**src/MemStagePkg.sv**
```systemverilog
package MemStagePkg;

  localparam int RamAddrBits = 10;  // Data RAM depth, log2 of words

  // Store kind codes, carried in StoreType.sign
  localparam logic [1:0] StoreSw = 2'b00;
  localparam logic [1:0] StoreSh = 2'b01;
  localparam logic [1:0] StoreSb = 2'b10;

  // Load size codes, carried in LoadType.sign
  localparam logic [1:0] LoadWord = 2'b00;
  localparam logic [1:0] LoadHalf = 2'b01;
  localparam logic [1:0] LoadByte = 2'b10;

  typedef struct packed {
    logic       DMWr;        // Write strobe, one cycle per store
    logic [1:0] sign;        // Store kind
  } StoreType;

  typedef struct packed {
    logic       ReadMem;     // Read strobe, one cycle per load
    logic [1:0] sign;        // Load size
    logic       isUnsigned;  // Zero extend instead of sign extend
  } LoadType;

  typedef struct packed {
    logic Interrupt;
    logic WrongAddressinIF;
    logic ReservedInstruction;
    logic Syscall;
    logic Break;
    logic Eret;
    logic WrWrongAddressinMEM;  // Raised in this stage
    logic RdWrongAddressinMEM;  // Raised in this stage
    logic Overflow;
  } ExceptinPipeType;

  // Request as it leaves the EX/MEM register
  typedef struct packed {
    logic [31:0]     addr;
    logic [31:0]     storeData;
    StoreType        storeType;
    LoadType         loadType;
    ExceptinPipeType exceptIn;
  } MemReqType;

  typedef struct packed {
    logic [RamAddrBits-1:0] wordAddr;
    logic [3:0]             wen;    // One bit per byte lane
    logic [31:0]            wdata;  // Already shifted into lanes
  } RamWriteType;

  // Alignment rule shared by loads and stores
  function automatic logic isMisaligned(logic isWord, logic isHalf, logic [1:0] offset);
    return (isWord && (offset != 2'b00)) || (isHalf && offset[0]);
  endfunction

endpackage
```
**src/StoreFormatter.sv**
```systemverilog
`timescale 1ns/1ps

module StoreFormatter (
  input  MemStagePkg::MemReqType       memReq,
  output MemStagePkg::RamWriteType     ramWrite,
  output MemStagePkg::ExceptinPipeType exceptOut
);

  import MemStagePkg::*;

  logic [31:0] laneData;  // Operand placed in its byte lanes
  logic [3:0]  laneWen;   // Enables before error suppression
  logic [1:0]  offset;
  logic        wrErr;
  logic        rdErr;

  assign offset = memReq.addr[1:0];

  // Lane placement by store kind
  always_comb begin
    laneData = '0;
    laneWen  = 4'b0000;
    if (memReq.storeType.DMWr) begin
      case (memReq.storeType.sign)
        StoreSw: begin
          laneData = memReq.storeData;
          laneWen  = 4'b1111;
        end
        StoreSh: begin
          if (offset[1]) begin
            laneData = {memReq.storeData[15:0], 16'b0};
            laneWen  = 4'b1100;
          end else begin
            laneData = {16'b0, memReq.storeData[15:0]};
            laneWen  = 4'b0011;
          end
        end
        StoreSb: begin
          laneData = {24'b0, memReq.storeData[7:0]} << {offset, 3'b000};
          laneWen  = 4'b0001 << offset;
        end
        default: begin
          laneData = '0;  // Unknown kind writes nothing
          laneWen  = 4'b0000;
        end
      endcase
    end
  end

  // Address errors for both directions
  assign wrErr = memReq.storeType.DMWr &&
                 isMisaligned(memReq.storeType.sign == StoreSw,
                              memReq.storeType.sign == StoreSh, offset);
  assign rdErr = memReq.loadType.ReadMem &&
                 isMisaligned(memReq.loadType.sign == LoadWord,
                              memReq.loadType.sign == LoadHalf, offset);

  // Upstream flags pass through, MEM flags come from here
  always_comb begin
    exceptOut                     = memReq.exceptIn;
    exceptOut.WrWrongAddressinMEM = wrErr;
    exceptOut.RdWrongAddressinMEM = rdErr;
  end

  assign ramWrite.wordAddr = memReq.addr[RamAddrBits+1:2];
  assign ramWrite.wen      = wrErr ? 4'b0000 : laneWen;  // Bad store never reaches RAM
  assign ramWrite.wdata    = laneData;

  // Enabled lanes only for aligned words, even halves or bytes
  always_comb begin
    assert final ((ramWrite.wen == 4'b0000) ||
                  (memReq.storeType.sign == StoreSw && offset == 2'b00) ||
                  (memReq.storeType.sign == StoreSh && !offset[0]) ||
                  (memReq.storeType.sign == StoreSb))
      else $error("StoreFormatter: write enabled on misaligned store");
  end

endmodule

```
**config.mk**
```make
export PLATFORM = sky130hd
export DESIGN_NAME = StoreFormatter
export DESIGN_NICKNAME = d
export VERILOG_FILES = /design/src/MemStagePkg.sv /design/src/StoreFormatter.sv
export SDC_FILE = /design/constraint.sdc
export NUM_CORES = 1
export LEC_CHECK = 0
export BUFFER_PORTS_ARGS = -buffer_cell sky130_fd_sc_hd__buf_2
export CAP_MARGIN = 10
export CORE_AREA = 2 2 53 55
export DETAILED_ROUTE_END_ITERATION = 10
export DIE_AREA = 0 0 55 57
export PLACE_DENSITY = 0.88
export RECOVER_POWER = 100
export SLEW_MARGIN = 20
export SYNTH_ARGS = -nofsm -noshare
export SYNTH_HDL_FRONTEND = slang
export SYNTH_SLANG_ARGS = --single-unit
```
**constraint.sdc**
```tcl
create_clock -name vclk -period 3.9
set_clock_uncertainty 0.2 [all_clocks]
set_input_delay 0.78 -clock vclk [all_inputs]
set_output_delay 0.78 -clock vclk [all_outputs]
set_load 0.05 [all_outputs]
```
Word-level counts from Yosys, hierarchy flattened
Cells that the tools add are included.
{"block": "totals", "ff_bits": 0, "out_inout_bits": 55, "in_bits": 80}
{"block": "classes", "n_eq_ne": 3, "muxes": 7, "n_reduce_logical": 11, "shifts": 2}
{"operator": "case mux 32 bit (3 select lines)", "count": 1}
{"operator": "2-to-1 mux 32 bit", "count": 2}
{"operator": "<< shifter 8 x 5 -> 32 bit", "count": 1}
{"operator": "2-to-1 mux 4 bit", "count": 3}
{"operator": "case mux 4 bit (3 select lines)", "count": 1}
{"operator": "logical AND 1 bit", "count": 6}
{"operator": "equality test 2 x 1 -> 1 bit (second input constant)", "count": 2}
{"operator": "zero test 2 bit", "count": 2}
{"operator": "<< shifter 1 x 2 -> 4 bit (first input constant)", "count": 1}
{"operator": "equality test 2 bit (second input constant)", "count": 1}
{"operator": "logical OR 1 bit", "count": 2}
{"operator": "nonzero test 2 bit", "count": 1}

Logic depth before layout (Yosys ltp)
{"block": "logic_depth", "ltp_word": 5, "depth_mapped": 5, "ltp_nobuf": 3}

Worst setup path after synthesis
Ideal clock, no wire load.
{"block": "synth_timing", "path_type": "input to output", "start": "input port memReq[13] in the netlist's numbering", "end": "output port ramWrite[34] in the netlist's numbering", "required_time_ps": 2920, "n_path_buf": 1, "cell_stages": 4, "path_slack_ps": -613, "arrival_time_ps": 3533, "path_cell_list": "buf_6 -> nor2_1 -> nor2_1 -> a2111oi_0"}
{"element": "start: declaration", "line": "StoreFormatter.sv:4", "text": "input MemStagePkg::MemReqType memReq,"}
{"element": "end: declaration", "line": "StoreFormatter.sv:5", "text": "output MemStagePkg::RamWriteType ramWrite,"}

==> results_dict.tcl <==
set metrics [dict create \
    nets 242 \
    seq_area_um2 0 \
    seqPwrFrac_pct 0 \
    antenna_found_initial 0 \
    start_kind "input port" \
    core-area_mm2 0.00262 \
    ys_types 27 \
    grt_remaining_overflow 0 \
    yosys_warnings 0 \
    syn2layout_area_growth_pct 29.1 \
    cellPowerDensity_mw_per_mm2 161 \
    leakagePower_nw 0.466 \
    tightest_slew_ns 0.680 \
    nFillCells 326 \
    slew-limit-headroom_pct 54.6 \
    final_util_pct 36.5 \
    rows 19 \
    crit_fanout 13 \
    grt_pass1_wl_mm 3.68 \
    syn_inst 107 \
    place_ws_ns 0.589 \
    syn_avg_cell_area_um2 6.91 \
    placed_area_um2 978 \
    place.port_buffers 78 \
    layout_setup_ws_ns 0.371 \
    grt_max_degree 14 \
    multi_input_area_um2 527 \
    drv_cap 0 \
    hold_viol 0 \
    drcViolationCount 0 \
    rsz0062_at_grt "no" \
    syn_area_um2 739 \
    clock_buffers 0 \
    drive_gt1_share_pct 41.3 \
    ir_worst_vdd_mv 0.0599 \
    start_util_pct 28.3 \
    clock.fmax_mhz 283 \
    outcome "finished clean" \
    grt_util_all_layers_pct 15.4 \
    cp.arrival_ns 2.55 \
    switching_share_pct 72.4 \
    worstHoldPathCells 0 \
    first_pass_iters 4 \
    seq_cell_count 0 \
    critPathRequiredTime_ns 2.92 \
    synth_nets 187 \
    die_y_um 57 \
    critical_path_class "in -> out" \
    design_area_um2 955 \
    dp.final_hpwl_mm 2.14 \
    hp-class "in -> out" \
    dieWidth_um 55 \
    p_int_uw 42.3 \
    p_clk_share_pct 0 \
    wl_mm 2.66 \
    routedWlPerCell_um 13.9 \
    dr.first_iter.drc_count 12 \
    ant_nets 0 \
    synth_seq_area_share_pct 0 \
    cts_hold_buf 0 \
    end_kind "output port" \
    postCtsSetupRepairBufs 0 \
    gp_congestion 0.725 \
    insertedDiodeCount 0 \
    period_share_pct 90.5 \
    viasPerCell 5.16 \
    io_pins 135 \
    post_cts_resized 0 \
    first_global_vias 824 \
    dieArea_mm2 0.00314 \
    vias 985 \
    setup_tns_ns 0 \
    power.switching_uw 111 \
    setup_violations 0 \
    drv_slew 0 \
    post-route-min-period_ns 3.53 \
    power_frac_comb_pct 100.0 \
]
[layer usage]
| metal | share of wire, % | track usage, % |
|---|---|---|
| met5 | 0 | 0 |
| met4 | 0.19 | 1.39 |
| met3 | 7.5 | 1.31 |
| met2 | 49 | 28.4 |
| met1 | 43 | 19.6 |
[through the flow]
stage,hold slack (ns),instances,total power [mW]
finish,1.36,191,0.153
CTS,1.36,191,0.157
detailed placement,1.36,191,0.156
floorplan,1.53,107,0.159
global route,1.36,191,0.164
global placement,1.36,191,0.154
[critical path, stage by stage]
cell,delay [ns]
clkbuf_1,0.41
and2_0,0.55
a22oi_1,0.13
o2bb2ai_1,0.18
clkbuf_1,0.49
[layout by cell type, fill, tap and decap left out, types with 3 or more instances in the layout]
master / count
buf_2: 54
clkbuf_1: 19
a22o_1: 16
nor2_1: 14
a22oi_1: 8
o2bb2ai_1: 8
nand2_1: 8
clkbuf_2: 5
a21oi_1: 4
inv_1: 3
o21ai_0: 3
[synth_stat cells (2+ instances only)]
cell type	count	area [µm²]
a2111oi_0	2	17.5
a21oi_1	4	20.0
a22o_1	16	140
a22oi_1	8	60.1
buf_4	19	143
buf_6	4	45.0
clkbuf_1	2	7.51
inv_1	3	11.3
nand2_1	8	30.0
nor2_1	14	52.6
nor3_2	2	20.0
o21ai_0	3	15.0
o2bb2ai_1	8	70.1
[cell families (layout without fill, tap and decap cells)]
kind of cell	count (synthesis)	count (layout)	synth area share [%]
xor gates and xnor gates	1	1	1.18
and+or+nand+nor	34	34	23.4
AOI/OAI and AO/OA	42	42	46.4
buffers and inverters	30	83	29.1
[path summary, 6_finish.rpt]
check,start,end,slack (ns)
worst min-delay path,memReq[56],ramWrite[42],1.36
worst max-delay path,memReq[13],ramWrite[27],0.37
[area by class of cell]
| cell class | instances | area share [%] |
|---|---|---|
| Timing Repair Buffer | 79 | 39.2 |
| Tap cell | 31 | 4.06 |
| Multi-Input combinational cell | 77 | 55.2 |
| Inverter | 4 | 1.57 |
[power groups by stage]
| stage | clock network [mW] | logic [mW] | registers (mW) |
|---|---|---|---|
| floorplan | 0 | 0.159 | 0 |
| finish | 0 | 0.153 | 0 |
| detailed placement | 0 | 0.156 | 0 |
| global placement | 0 | 0.154 | 0 |
| CTS | 0 | 0.157 | 0 |
| global route | 0 | 0.164 | 0 |
No activity file was read; power rests on OpenSTA's default activity.
