--- config.mk ---
export PLATFORM = sky130hd
export DESIGN_NAME = LoadAligner
export DESIGN_NICKNAME = d
export VERILOG_FILES = /design/src/MemStagePkg.sv /design/src/LoadAligner.sv
export SDC_FILE = /design/constraint.sdc
export NUM_CORES = 1
export LEC_CHECK = 0
export ABC_AREA = 1
export ABC_CLOCK_PERIOD_IN_PS = 2200
export BUFFER_PORTS_ARGS = -buffer_cell sky130_fd_sc_hd__buf_2
export CELL_PAD_IN_SITES_DETAIL_PLACEMENT = 1
export CELL_PAD_IN_SITES_GLOBAL_PLACEMENT = 1
export CORE_UTILIZATION = 14
export DETAILED_ROUTE_END_ITERATION = 12
export MAX_ROUTING_LAYER = met4
export PLACE_DENSITY = 0.88
export SYNTH_ARGS = -nofsm -noshare
export SYNTH_HDL_FRONTEND = slang
export SYNTH_SLANG_ARGS = --single-unit
--- constraint.sdc ---
create_clock -name clk -period 2.2 [get_ports clk]
set_input_delay 0.44 -clock clk [delete_from_list [all_inputs] [get_ports clk]]
set_output_delay 0.44 -clock clk [all_outputs]
set_load 0.02 [all_outputs]
--- src/MemStagePkg.sv ---
package MemStagePkg;

  localparam int RamAddrBits = 10;  // Data RAM depth, log2 of words

  // Store kind codes, carried in StoreType.sign
  localparam logic [1:0] StoreSw = 2'b00;
  localparam logic [1:0] StoreSh = 2'b01;
  localparam logic [1:0] StoreSb = 2'b10;

  // Load size codes, carried in LoadType.sign
  localparam logic [1:0] LoadWord = 2'b00;
  localparam logic [1:0] LoadHalf = 2'b01;
  localparam logic [1:0] LoadByte = 2'b10;

  typedef struct packed {
    logic       DMWr;        // Write strobe, one cycle per store
    logic [1:0] sign;        // Store kind
  } StoreType;

  typedef struct packed {
    logic       ReadMem;     // Read strobe, one cycle per load
    logic [1:0] sign;        // Load size
    logic       isUnsigned;  // Zero extend instead of sign extend
  } LoadType;

  typedef struct packed {
    logic Interrupt;
    logic WrongAddressinIF;
    logic ReservedInstruction;
    logic Syscall;
    logic Break;
    logic Eret;
    logic WrWrongAddressinMEM;  // Raised in this stage
    logic RdWrongAddressinMEM;  // Raised in this stage
    logic Overflow;
  } ExceptinPipeType;

  // Request as it leaves the EX/MEM register
  typedef struct packed {
    logic [31:0]     addr;
    logic [31:0]     storeData;
    StoreType        storeType;
    LoadType         loadType;
    ExceptinPipeType exceptIn;
  } MemReqType;

  typedef struct packed {
    logic [RamAddrBits-1:0] wordAddr;
    logic [3:0]             wen;    // One bit per byte lane
    logic [31:0]            wdata;  // Already shifted into lanes
  } RamWriteType;

  // Alignment rule shared by loads and stores
  function automatic logic isMisaligned(logic isWord, logic isHalf, logic [1:0] offset);
    return (isWord && (offset != 2'b00)) || (isHalf && offset[0]);
  endfunction

endpackage
--- src/LoadAligner.sv ---
`timescale 1ns/1ps

module LoadAligner (
  input  logic                   clk,
  input  logic                   rstN,
  input  MemStagePkg::MemReqType memReq,
  input  logic [31:0]            rdata,
  output logic [31:0]            loadData,
  output logic                   loadDone
);

  import MemStagePkg::*;

  logic        rdErr;
  logic        pendingQ;   // Load issued last cycle
  logic [1:0]  sizeQ;
  logic        unsignedQ;
  logic [1:0]  offsetQ;    // Byte offset within the word
  logic [15:0] halfSel;
  logic [7:0]  byteSel;

  // Same alignment rule the formatter flags
  assign rdErr = isMisaligned(memReq.loadType.sign == LoadWord,
                              memReq.loadType.sign == LoadHalf, memReq.addr[1:0]);

  always_ff @(posedge clk or negedge rstN) begin
    if (!rstN) begin
      pendingQ <= 1'b0;
    end else begin
      pendingQ <= memReq.loadType.ReadMem && !rdErr;
    end
  end

  // Load attributes travel alongside the RAM read
  always_ff @(posedge clk) begin
    sizeQ     <= memReq.loadType.sign;
    unsignedQ <= memReq.loadType.isUnsigned;
    offsetQ   <= memReq.addr[1:0];
  end

  assign halfSel = offsetQ[1] ? rdata[31:16] : rdata[15:0];
  assign byteSel = rdata[{offsetQ, 3'b000} +: 8];

  // Extract and extend
  always_comb begin
    case (sizeQ)
      LoadHalf: loadData = {{16{!unsignedQ && halfSel[15]}}, halfSel};
      LoadByte: loadData = {{24{!unsignedQ && byteSel[7]}}, byteSel};
      default:  loadData = rdata;  // Word
    endcase
  end

  assign loadDone = pendingQ;

  // Nothing can be in flight out of reset
  assert property (@(posedge clk) $rose(rstN) |-> !loadDone)
    else $error("LoadAligner: loadDone high right after reset release");

endmodule

### Word-level counts from Yosys, hierarchy flattened

Index checks and enable logic that the tools add are counted.

| cells by class | value |
|---|---|
| multipliers | 0 |
| multiplexer cells | 2 |
| $lt $le $gt $ge | 0 |
| bitwise logic cells | 0 |
| eq/ne operators | 3 |
| div/mod/pow operators | 0 |
| reduce and logical (&&, ||, !) cells | 10 |
| shifts and indexed selects | 1 |
| $add $sub $neg | 0 |

Operators with widths:

| kind | count |
|---|---|
| 32-bit one-hot mux with 2 select lines | 1 |
| 32-bit by 6-bit variable part select with 8-bit output | 1 |
| 16-bit 2-to-1 mux | 1 |
| 1-bit logical AND | 5 |
| 2-bit by 1-bit == test with 1-bit output (second input constant) | 2 |
| 2-bit == test (second input constant) | 1 |
| 1-bit logical NOT | 2 |
| 2-bit logical NOT | 1 |
| 2-bit nonzero test | 1 |
| 1-bit logical OR | 1 |

| storage, ports and cells | value |
|---|---|
| flip-flop bits (word level) | 6 |
| RAM bits | 0 |
| word-level logic and storage cells | 20 |
| memories kept | 0 |
| memory bits (read-only) | 0 |
| latch bits | 0 |

### Logic depth before layout (Yosys ltp)

Gate-level depths: netlist of run 1.

| depth | value |
|---|---|
| depth after elaboration | 5 |
| gate-level depth with buffers | 9 |

### Worst setup path before layout of run 1

No wires, ideal clock.

| timing | value |
|---|---|
| kind | reg-to-output |
| start | register sizeQ[0] |
| end | output port loadData[0] |
| arrival time | 1.598 ns |
| cell stages (with the launch flop) | 8 |
| setup slack | 0.162 ns |
| path buffers | 2 |
| path through | dfxtp_1 -> inv_1 -> ha_1 -> buf_2 -> inv_1 -> clkbuf_1 -> nor2_1 -> a31oi_1 |

| between the ends | value |
|---|---|
| cells in the longest elaborated chain, start to end | 2 |
| elaborated cells on any way between the ends | 3 |

RTL lines:

| element | line | RTL |
|---|---|---|
| start, declared | LoadAligner.sv:16 | `logic [1:0] sizeQ;` |
| start signal, assigned | LoadAligner.sv:36 | `sizeQ <= memReq.loadType.sign;` |
| 2-bit == test or 2-bit by 1-bit == test with 1-bit output (tied branches) | LoadAligner.sv:46 | `case (sizeQ)` |
| 32-bit one-hot mux with 2 select lines * | LoadAligner.sv:46 |  |
| end, declared | LoadAligner.sv:8 | `output logic [31:0] loadData,` |

Mark *: on every way between the ends. The rest lies on a longest branch, timed or not.

### Worst setup path in the final report of run 1

| timing | value |
|---|---|
| start | register sizeQ[0] |
| end | output port loadData[25] |

The elaborated chain is that of the path after synthesis.

==> metrics.yaml, run 1 <==
p_leak_uw: 0.000895
grt_max_degree: 18
gp_congestion: 0.761
required_ps: 1760
cts_tree: "yes"
cts_made_buffers: 3
drt_iter0_markers: 38
wl_mm: 4.29
yosys.area.top_type: "nand2_1"
synth-edff-count: 0
end_kind: "output port"
fin_crit_ps: 2110
drtAntennaViolNets: 0
vias: 1426
grt_pass1_vias: 1419
cp.arrival_ps: 1670
dp_cells: 321
cp_cell_sequence: "inv_1, ha_2, inv_2, nor2_1, nand2_1, nand2_2, o21ai_4, clkbuf_16, nand2_2, buf_2"
postSynthAreaPerCell_sq_um: 5.08
clock-sinks: 6
wl_per_cell_microns: 13.0
grt_pass1_wl_mm: 6.50
ys_ff_latch: 6
antenna_found_initial: 0
crit_buf_inv: 4
viasPerCell: 4.32
grt_overflow: 0
worstPathMaxFanout: 5
synth_top_family_by_area: "simple AND/OR/NAND/NOR gates"
hold_start: "memReq[9]"
dieWidth_microns: 81.7
ioPinCount: 147
synth-simple-area-share_pct: 53.2
slowest_stage: "dfxtp_2"
p_per_area_nw_per_um2: 476
synth_area_sq_um: 888
min_path_cells: 1
dpl.hpwl_mm: 3.35
io_buffers: 72
timing.final.ws_setup_ps: 87.4
ys_top_cells_by_count: "nand2_1 (87), a21oi_1 (19), nor2_1 (19), nand2_2 (12), inv_1 (9)"
synth_compound_area_share_pct: 18.9
grt_setup_unrepaired: "false"
status: "complete, no violations"
crit_path_start_kind: "register"
ir_drop_uv: 320
synthArstFlopShare_pct: 16.7
place_ws_ps: 54.7
h-tree-depth: 1
hold_viol: 0
synth-xor-area-share_pct: 0
area_growth_pct: 69.3
cap_violations: 0
synth_most_common_cell: "nand2_1"
synth_area_leaders: "nand2_1 (37%), dfxtp_1 (11%), a21oi_1 (11%), nand2_2 (8.5%), nor2_1 (8.0%)"
syn_nets: 291
max_stage_delay_ps: 320
ys.flop_type: "dfxtp_1"
worst_pin_slew_ps: 268
min_path_type: "input port to register"
final_area_sq_um: 1500
fmax_mhz: 473
core_sq_um: 6030
synth.yosys.seq_area_share_pct: 14.1
drive_gt1_share_pct: 43.1
synthCells: 175
die-area_sq_um: 6670
min_to: "unsignedQ$_DFF_P_"
synth_adder_area_share_pct: 2.82
tns_ps: 0
path_class: "register to output port"
firstDrtPassIters: 4
cts_buffer_depth: 2
rows: 28
fin_cells: 330
start_util_pct: 14.7
drc: 0
synth_cell_types: 16
path_clk_slew_ps: 40
antenna_cells: 0
finalMaxSlewViolations: 0
finalNetCount: 372
fin_util_pct: 25.0
synth.top_cell.area_share_pct: 36.8
setup_viol: 0
die_h_microns: 81.7
path_common_cell: "nand2_2"
fin_crit_sh_pct: 96.0
relSlewSlack_pct: 82.1
path_delay_family: "buffers and inverters"
placed_cell_area_sq_um: 1350
grtUsageTotal_pct: 13.0
cts_root_buffer: "clkbuf_8"
nFillCells: 810
yosysWarnings: 0
synthMuxAreaShare_pct: 0
==> worst max-delay path by stage <==
stage                          start           end  slack (ps)  cells after the start
global route        sizeQ[0]$_DFF_P_  loadData[16]         0.7                     10
global placement           rdata[23]  loadData[27]         110                      8
detailed placement  sizeQ[0]$_DFF_P_  loadData[29]          50                      9
floorplan           sizeQ[0]$_DFF_P_   loadData[0]         160                      7
CTS                 sizeQ[0]$_DFF_P_  loadData[10]          20                      9
finish              sizeQ[0]$_DFF_P_  loadData[25]          90                     10
==> flip-flops by register name, indices dropped and copies added (netlist names) <==
| signal | count |
|---|---|
| unsignedQ | 1 |
| loadDone | 1 |
| sizeQ | 2 |
| offsetQ | 2 |
==> area by class of cell <==
cell class	instances	area, sq um	area share, %
clock buffers	4	45.0	3.00
inverters	10	40.0	2.66
multi-input cells	149	679	45.2
flip-flops and latches	6	126	8.40
well taps	75	93.8	6.24
repair buffers	86	519	34.5
==> through the flow <==
step                      total power, uW  hold WS [ps]
after detailed placement              528           218
after global placement                518           215
final                                 717           322
after floorplan                       366           144
after global routing                  776           320
after CTS                             709           318
==> report_power, final <==
group	switching, uW	internal [uW]
Combinational	263	162
Clock	46.4	124
Sequential	4.45	116
Total	314	402
==> cells in the final DEF (no fill, tap or decap) <==
cell	instances
clkbuf_16	1
inv_4	1
nand2_2	15
nor2_1	19
dfxtp_2	1
ha_1	1
o21ai_4	1
a31oi_1	7
clkbuf_8	3
buf_6	3
o21a_1	1
clkbuf_1	1
inv_1	7
dfxtp_1	4
inv_2	2
dlygate4sd3_1	1
a21oi_2	1
buf_2	68
buf_12	1
ha_2	1
a21oi_1	18
buf_4	12
o21ai_1	1
dfrtp_1	1
nand2_1	84
==> what timing repair did <==
action                                  CTS  global route
setup buffers                             2             1
endpoints found under the hold margin     1             0
hold buffers                              1             0
gates cloned                              0             1
pin swaps                                 1             4
resized for setup                         0            15
endpoints found under the setup margin   16            29
==> per-layer routing <==
layer | global-route usage [%] | vias up | share of wire [%]
li1 | - | 703 | -
met1 | 15.2 | 648 | 42
met2 | 22.8 | 72 | 47
met3 | 2.67 | 3 | 11
met4 | 3.16 | 0 | 0.49
met5 | - | - | 0
==> kinds of logic after synthesis <==
kind of cell,Yosys count
adders and majority gates,2
DFF,6
AOI/OAI and AO/OA,29
and+or+nand+nor,118
buffers and inverters,20
Power figures use the tool's default switching activity.
==> run 2, diff against run 1 <==
--- a/config.mk
+++ b/config.mk
@@ -14,6 +14,7 @@
 export DETAILED_ROUTE_END_ITERATION = 12
 export MAX_ROUTING_LAYER = met4
 export PLACE_DENSITY = 0.88
+export SLEW_MARGIN = 10
 export SYNTH_ARGS = -nofsm -noshare
 export SYNTH_HDL_FRONTEND = slang
 export SYNTH_SLANG_ARGS = --single-unit
==> constraint.sdc (replaced) <==
create_clock -name clk -period 2.2 [get_ports clk]
set_input_delay 0.11 -clock clk [delete_from_list [all_inputs] [get_ports clk]]
set_output_delay 0.11 -clock clk [all_outputs]
set_load 0.02 [all_outputs]
==> metrics.yaml, run 2 (synthesis gave the netlist of run 1 again) <==
status: "complete, no violations"
worstPathMaxFanout: 16
ioPinCount: 147
clock-sinks: 6
hold_viol: 0
firstDrtPassIters: 4
cts_root_buffer: "clkbuf_8"
crit_path_start_kind: "register"
top_regs: "offsetQ x2, sizeQ x2"
fin_hold_ws_ps: 6.12
cp.arrival_ps: 1860
ir_drop_uv: 263
cap_violations: 0
min_to: "offsetQ[1]$_DFF_P_"
hold_start: "memReq[49]"
min_path_type: "input port to register"
cp_cell_sequence: "inv_4, nand2_1, nand2_1, nand2_1, nand2_2, o21ai_4, nand2_1, buf_2"
cts_made_buffers: 3
cts_resized: 0
drt_iter0_markers: 47
max_stage_delay_ps: 490
drtAntennaViolNets: 0
start_util_pct: 14.7
dieWidth_microns: 81.7
relSlewSlack_pct: 59.6
setup_viol: 0
finalMaxSlewViolations: 0
die-area_sq_um: 6670
area_growth_pct: 61.0
worst_pin_slew_ps: 604
rows: 28
final_cell_mix: "nand2_1 (87), buf_2 (72), a21oi_1 (19), nor2_1 (19), nand2_2 (12)"
p_per_area_nw_per_um2: 489
grt_max_degree: 17
grt_setup_unrepaired: "false"
grt_pass1_wl_mm: 6.16
tns_ps: 0
path_class: "register to output port"
cts_tree: "yes"
dpl.hpwl_mm: 3.32
viasPerCell: 4.25
core_sq_um: 6030
die_h_microns: 81.7
fmax_mhz: 506
wl_per_cell_microns: 12.2
path_common_cell: "nand2_1"
wl_mm: 4.02
grt_pass1_vias: 1396
grtUsageTotal_pct: 12.4
drc: 0
end_kind: "output port"
antenna_cells: 0
required_ps: 2090
min_path_cells: 1
gp_congestion: 0.734
antenna_found_initial: 0
fin_crit_sh_pct: 89.8
io_buffers: 72
cts_buffer_depth: 2
vias: 1395
grt_overflow: 0
h-tree-depth: 1
slowest_stage: "o21ai_4"
layout_commonest_cell: "nand2_1"
finalNetCount: 370
p_leak_uw: 0.000864
drive_gt1_share_pct: 38.3
fin_crit_ps: 1970
path_clk_slew_ps: 40
[run 2: worst max path at each step]
stage / cells after the start / slack (ps) / start / endpoint
after floorplan: 7 / 490 / sizeQ[0]$_DFF_P_ / loadData[0]
after global placement: 8 / 460 / offsetQ[1]$_DFF_P_ / loadData[31]
after detailed placement: 8 / 420 / offsetQ[1]$_DFF_P_ / loadData[31]
after CTS: 8 / 180 / offsetQ[1]$_DFF_P_ / loadData[31]
after global routing: 8 / 50 / offsetQ[1]$_DFF_P_ / loadData[27]
final: 8 / 230 / offsetQ[1]$_DFF_P_ / loadData[29]
[run 2: power breakdown]
group          total [uW]  switching (uW)  internal (uW)
Clock                 176            51.4            125
Sequential            120            4.31            116
Combinational         402             255            148
Total                 699             310            388
[run 2: metrics by stage]
| step | cell area [sq um] | utilization, % | power (uW) | setup slack, ps | cells |
|---|---|---|---|---|---|
| after floorplan | 888 | - | 366 | 492 | 175 |
| after global placement | 1350 | 22.3 | 516 | 457 | 320 |
| after detailed placement | 1350 | 22.3 | 524 | 420 | 320 |
| after CTS | 1430 | 23.7 | 710 | 180 | 328 |
| after global routing | 1430 | 23.7 | 749 | 54.2 | 328 |
| final | 1430 | 23.7 | 699 | 225 | 328 |
[run 2: metal layers]
layer  part of all wire, %  global-route usage (%)  vias up
met5                     0                       -        -
met3                   8.0                    1.00        3
met4                  0.75                    3.16        0
li1                      -                       -      701
met1                    44                    14.5      633
met2                    47                    22.6       58
[run 2: layout make-up]
cell class	instances	area, sq um
well taps	75	93.8
flip-flops and latches	6	125
clock buffers	4	45.0
multi-input cells	149	666
fillers	824	4600
inverters	10	40.0
repair buffers	84	460
[run 2: critical path, delay by kind of cell, from the launching register on]
family          cells  cell delay [ps]
compound gates      1              490
simple gates        5              410
buf+inv             2              320
flops               1              420
[run 2: timing repair]
action	4_1_cts	5_1_grt
hold buffers	4	0
endpoints found under the hold margin	4	0
endpoints found under the setup margin	0	0
setup buffers	0	0
==> run 3, diff against run 2 <==
--- a/config.mk
+++ b/config.mk
@@ -10,10 +10,11 @@
 export BUFFER_PORTS_ARGS = -buffer_cell sky130_fd_sc_hd__buf_2
 export CELL_PAD_IN_SITES_DETAIL_PLACEMENT = 1
 export CELL_PAD_IN_SITES_GLOBAL_PLACEMENT = 1
-export CORE_UTILIZATION = 14
+export CORE_UTILIZATION = 15
+export CTS_BUF_LIST = sky130_fd_sc_hd__clkbuf_4 sky130_fd_sc_hd__clkbuf_8
 export DETAILED_ROUTE_END_ITERATION = 12
 export MAX_ROUTING_LAYER = met4
-export PLACE_DENSITY = 0.88
+export PLACE_DENSITY = 0.93
 export SLEW_MARGIN = 10
 export SYNTH_ARGS = -nofsm -noshare
 export SYNTH_HDL_FRONTEND = slang
==> metrics.yaml, run 3 (synthesis gave the netlist of run 1 again) <==
min_path_type: "input port to register"
die_h_microns: 79.0
drive_gt1_share_pct: 38.6
tns_ps: 0
final_area_sq_um: 1440
cts_resized: 0
grt_pass1_vias: 1407
path_class: "register to output port"
grt_overflow: 0
clock-sinks: 6
worst_pin_slew_ps: 373
cap_violations: 0
wl_mm: 4.06
antenna_found_initial: 0
required_ps: 2090
place_ws_ps: 306
viasPerCell: 4.33
drc: 0
cp.arrival_ps: 1830
firstDrtPassIters: 4
dpl.hpwl_mm: 3.28
rows: 27
cts_root_buffer: "clkbuf_8"
start_util_pct: 15.8
ioPinCount: 147
h-tree-depth: 1
crit_end: "loadData[30]"
slowest_stage: "ha_1"
hold_viol: 0
antenna_cells: 0
max_stage_delay_ps: 370
die-area_sq_um: 6230
p_per_area_nw_per_um2: 496
layout_commonest_cell: "nand2_1"
cts_buffer_depth: 2
finalMaxSlewViolations: 0
drtAntennaViolNets: 0
cts_made_buffers: 3
crit_start: "sizeQ[1]$_DFF_P_"
dieWidth_microns: 79.0
grt_pass1_wl_mm: 6.51
end_kind: "output port"
wl_per_cell_microns: 12.6
gp_congestion: 0.817
crit_path_start_kind: "register"
crit_buf_inv: 4
fin_util_pct: 25.6
cp.depth: 8
io_buffers: 72
ir_drop_uv: 271
fin_crit_sh_pct: 88.1
cts_tree: "yes"
core_sq_um: 5610
worstPathMaxFanout: 16
timing.final.ws_setup_ps: 263
path_delay_family: "buffers and inverters"
area_growth_pct: 61.8
relSlewSlack_pct: 75.1
nFillCells: 784
drt_iter0_markers: 42
vias: 1398
multi_input_area_sq_um: 666
report.power.total_uw: 713
finalNetCount: 368
status: "complete, no violations"
fin_crit_ps: 1940
grtUsageTotal_pct: 13.6
setup_viol: 0
cp_cell_sequence: "inv_1, ha_1, inv_1, a21oi_1, o21ai_4, buf_12, nand2_1, buf_2"
register_area_sq_um: 125
top_regs: "offsetQ x2, sizeQ x2"
placed_cell_area_sq_um: 1340
p_leak_uw: 0.000869
path_common_cell: "inv_1"
path_clk_slew_ps: 40
final_cell_mix: "nand2_1 (87), buf_2 (72), a21oi_1 (19), nor2_1 (19), nand2_2 (12)"
grt_max_degree: 19
fmax_mhz: 516
grt_setup_unrepaired: "false"
==> run 3: changes by cell type in the layout (fill, tap and decap cells not counted), sizes merged <==
cell	before	now
buf	80	79
dlygate4sd3	4	3
==> run 3: how the worst min path moves through the flow <==
stage,startpoint,to,cells past startpoint
floorplan,rstN,loadDone$_DFF_PN0_,0
global route,memReq[11],sizeQ[1]$_DFF_P_,1
finish,memReq[49],offsetQ[1]$_DFF_P_,1
CTS,memReq[48],offsetQ[0]$_DFF_P_,1
global placement,rstN,loadDone$_DFF_PN0_,1
detailed placement,rstN,loadDone$_DFF_PN0_,1
==> run 3: metal layers <==
layer / global-route usage [%] / vias up / routed length, microns
met5: - / - / 0
met4: 3.82 / 0 / 38
met3: 1.15 / 4 / 251
met2: 23.3 / 61 / 1940
met1: 16.9 / 638 / 1830
li1: - / 695 / -
==> run 3: timing repair <==
| action | 4_1_cts | 5_1_grt |
|---|---|---|
| setup buffers | 0 | 1 |
| hold endpoints to repair | 3 | 0 |
| setup endpoints to repair | 0 | 6 |
| hold buffers | 3 | 0 |
==> run 3: per-stage QoR <==
| step | instances | hold WS, ps |
|---|---|---|
| 2_1_floorplan | 175 | -186 |
| 3_3_place_gp | 315 | -114 |
| 3_5_place_dp | 315 | -115 |
| 4_1_cts | 322 | 3.25 |
| 5_1_grt | 323 | 8.54 |
| 6_report | 323 | 8.75 |
==> run 3: power by group <==
group	switching, uW	total, uW	internal, uW
clock network	49.4	186	137
registers	4.72	121	116
logic	255	406	151
==> run 3: cell type report <==
| type | instances | share of cell area (%) |
|---|---|---|
| multi-input combinational | 149 | 46.3 |
| tap | 72 | 6.27 |
| sequential | 6 | 8.70 |
| clock buffer | 4 | 3.39 |
| timing repair buffer | 82 | 32.6 |
| inverter | 10 | 2.79 |
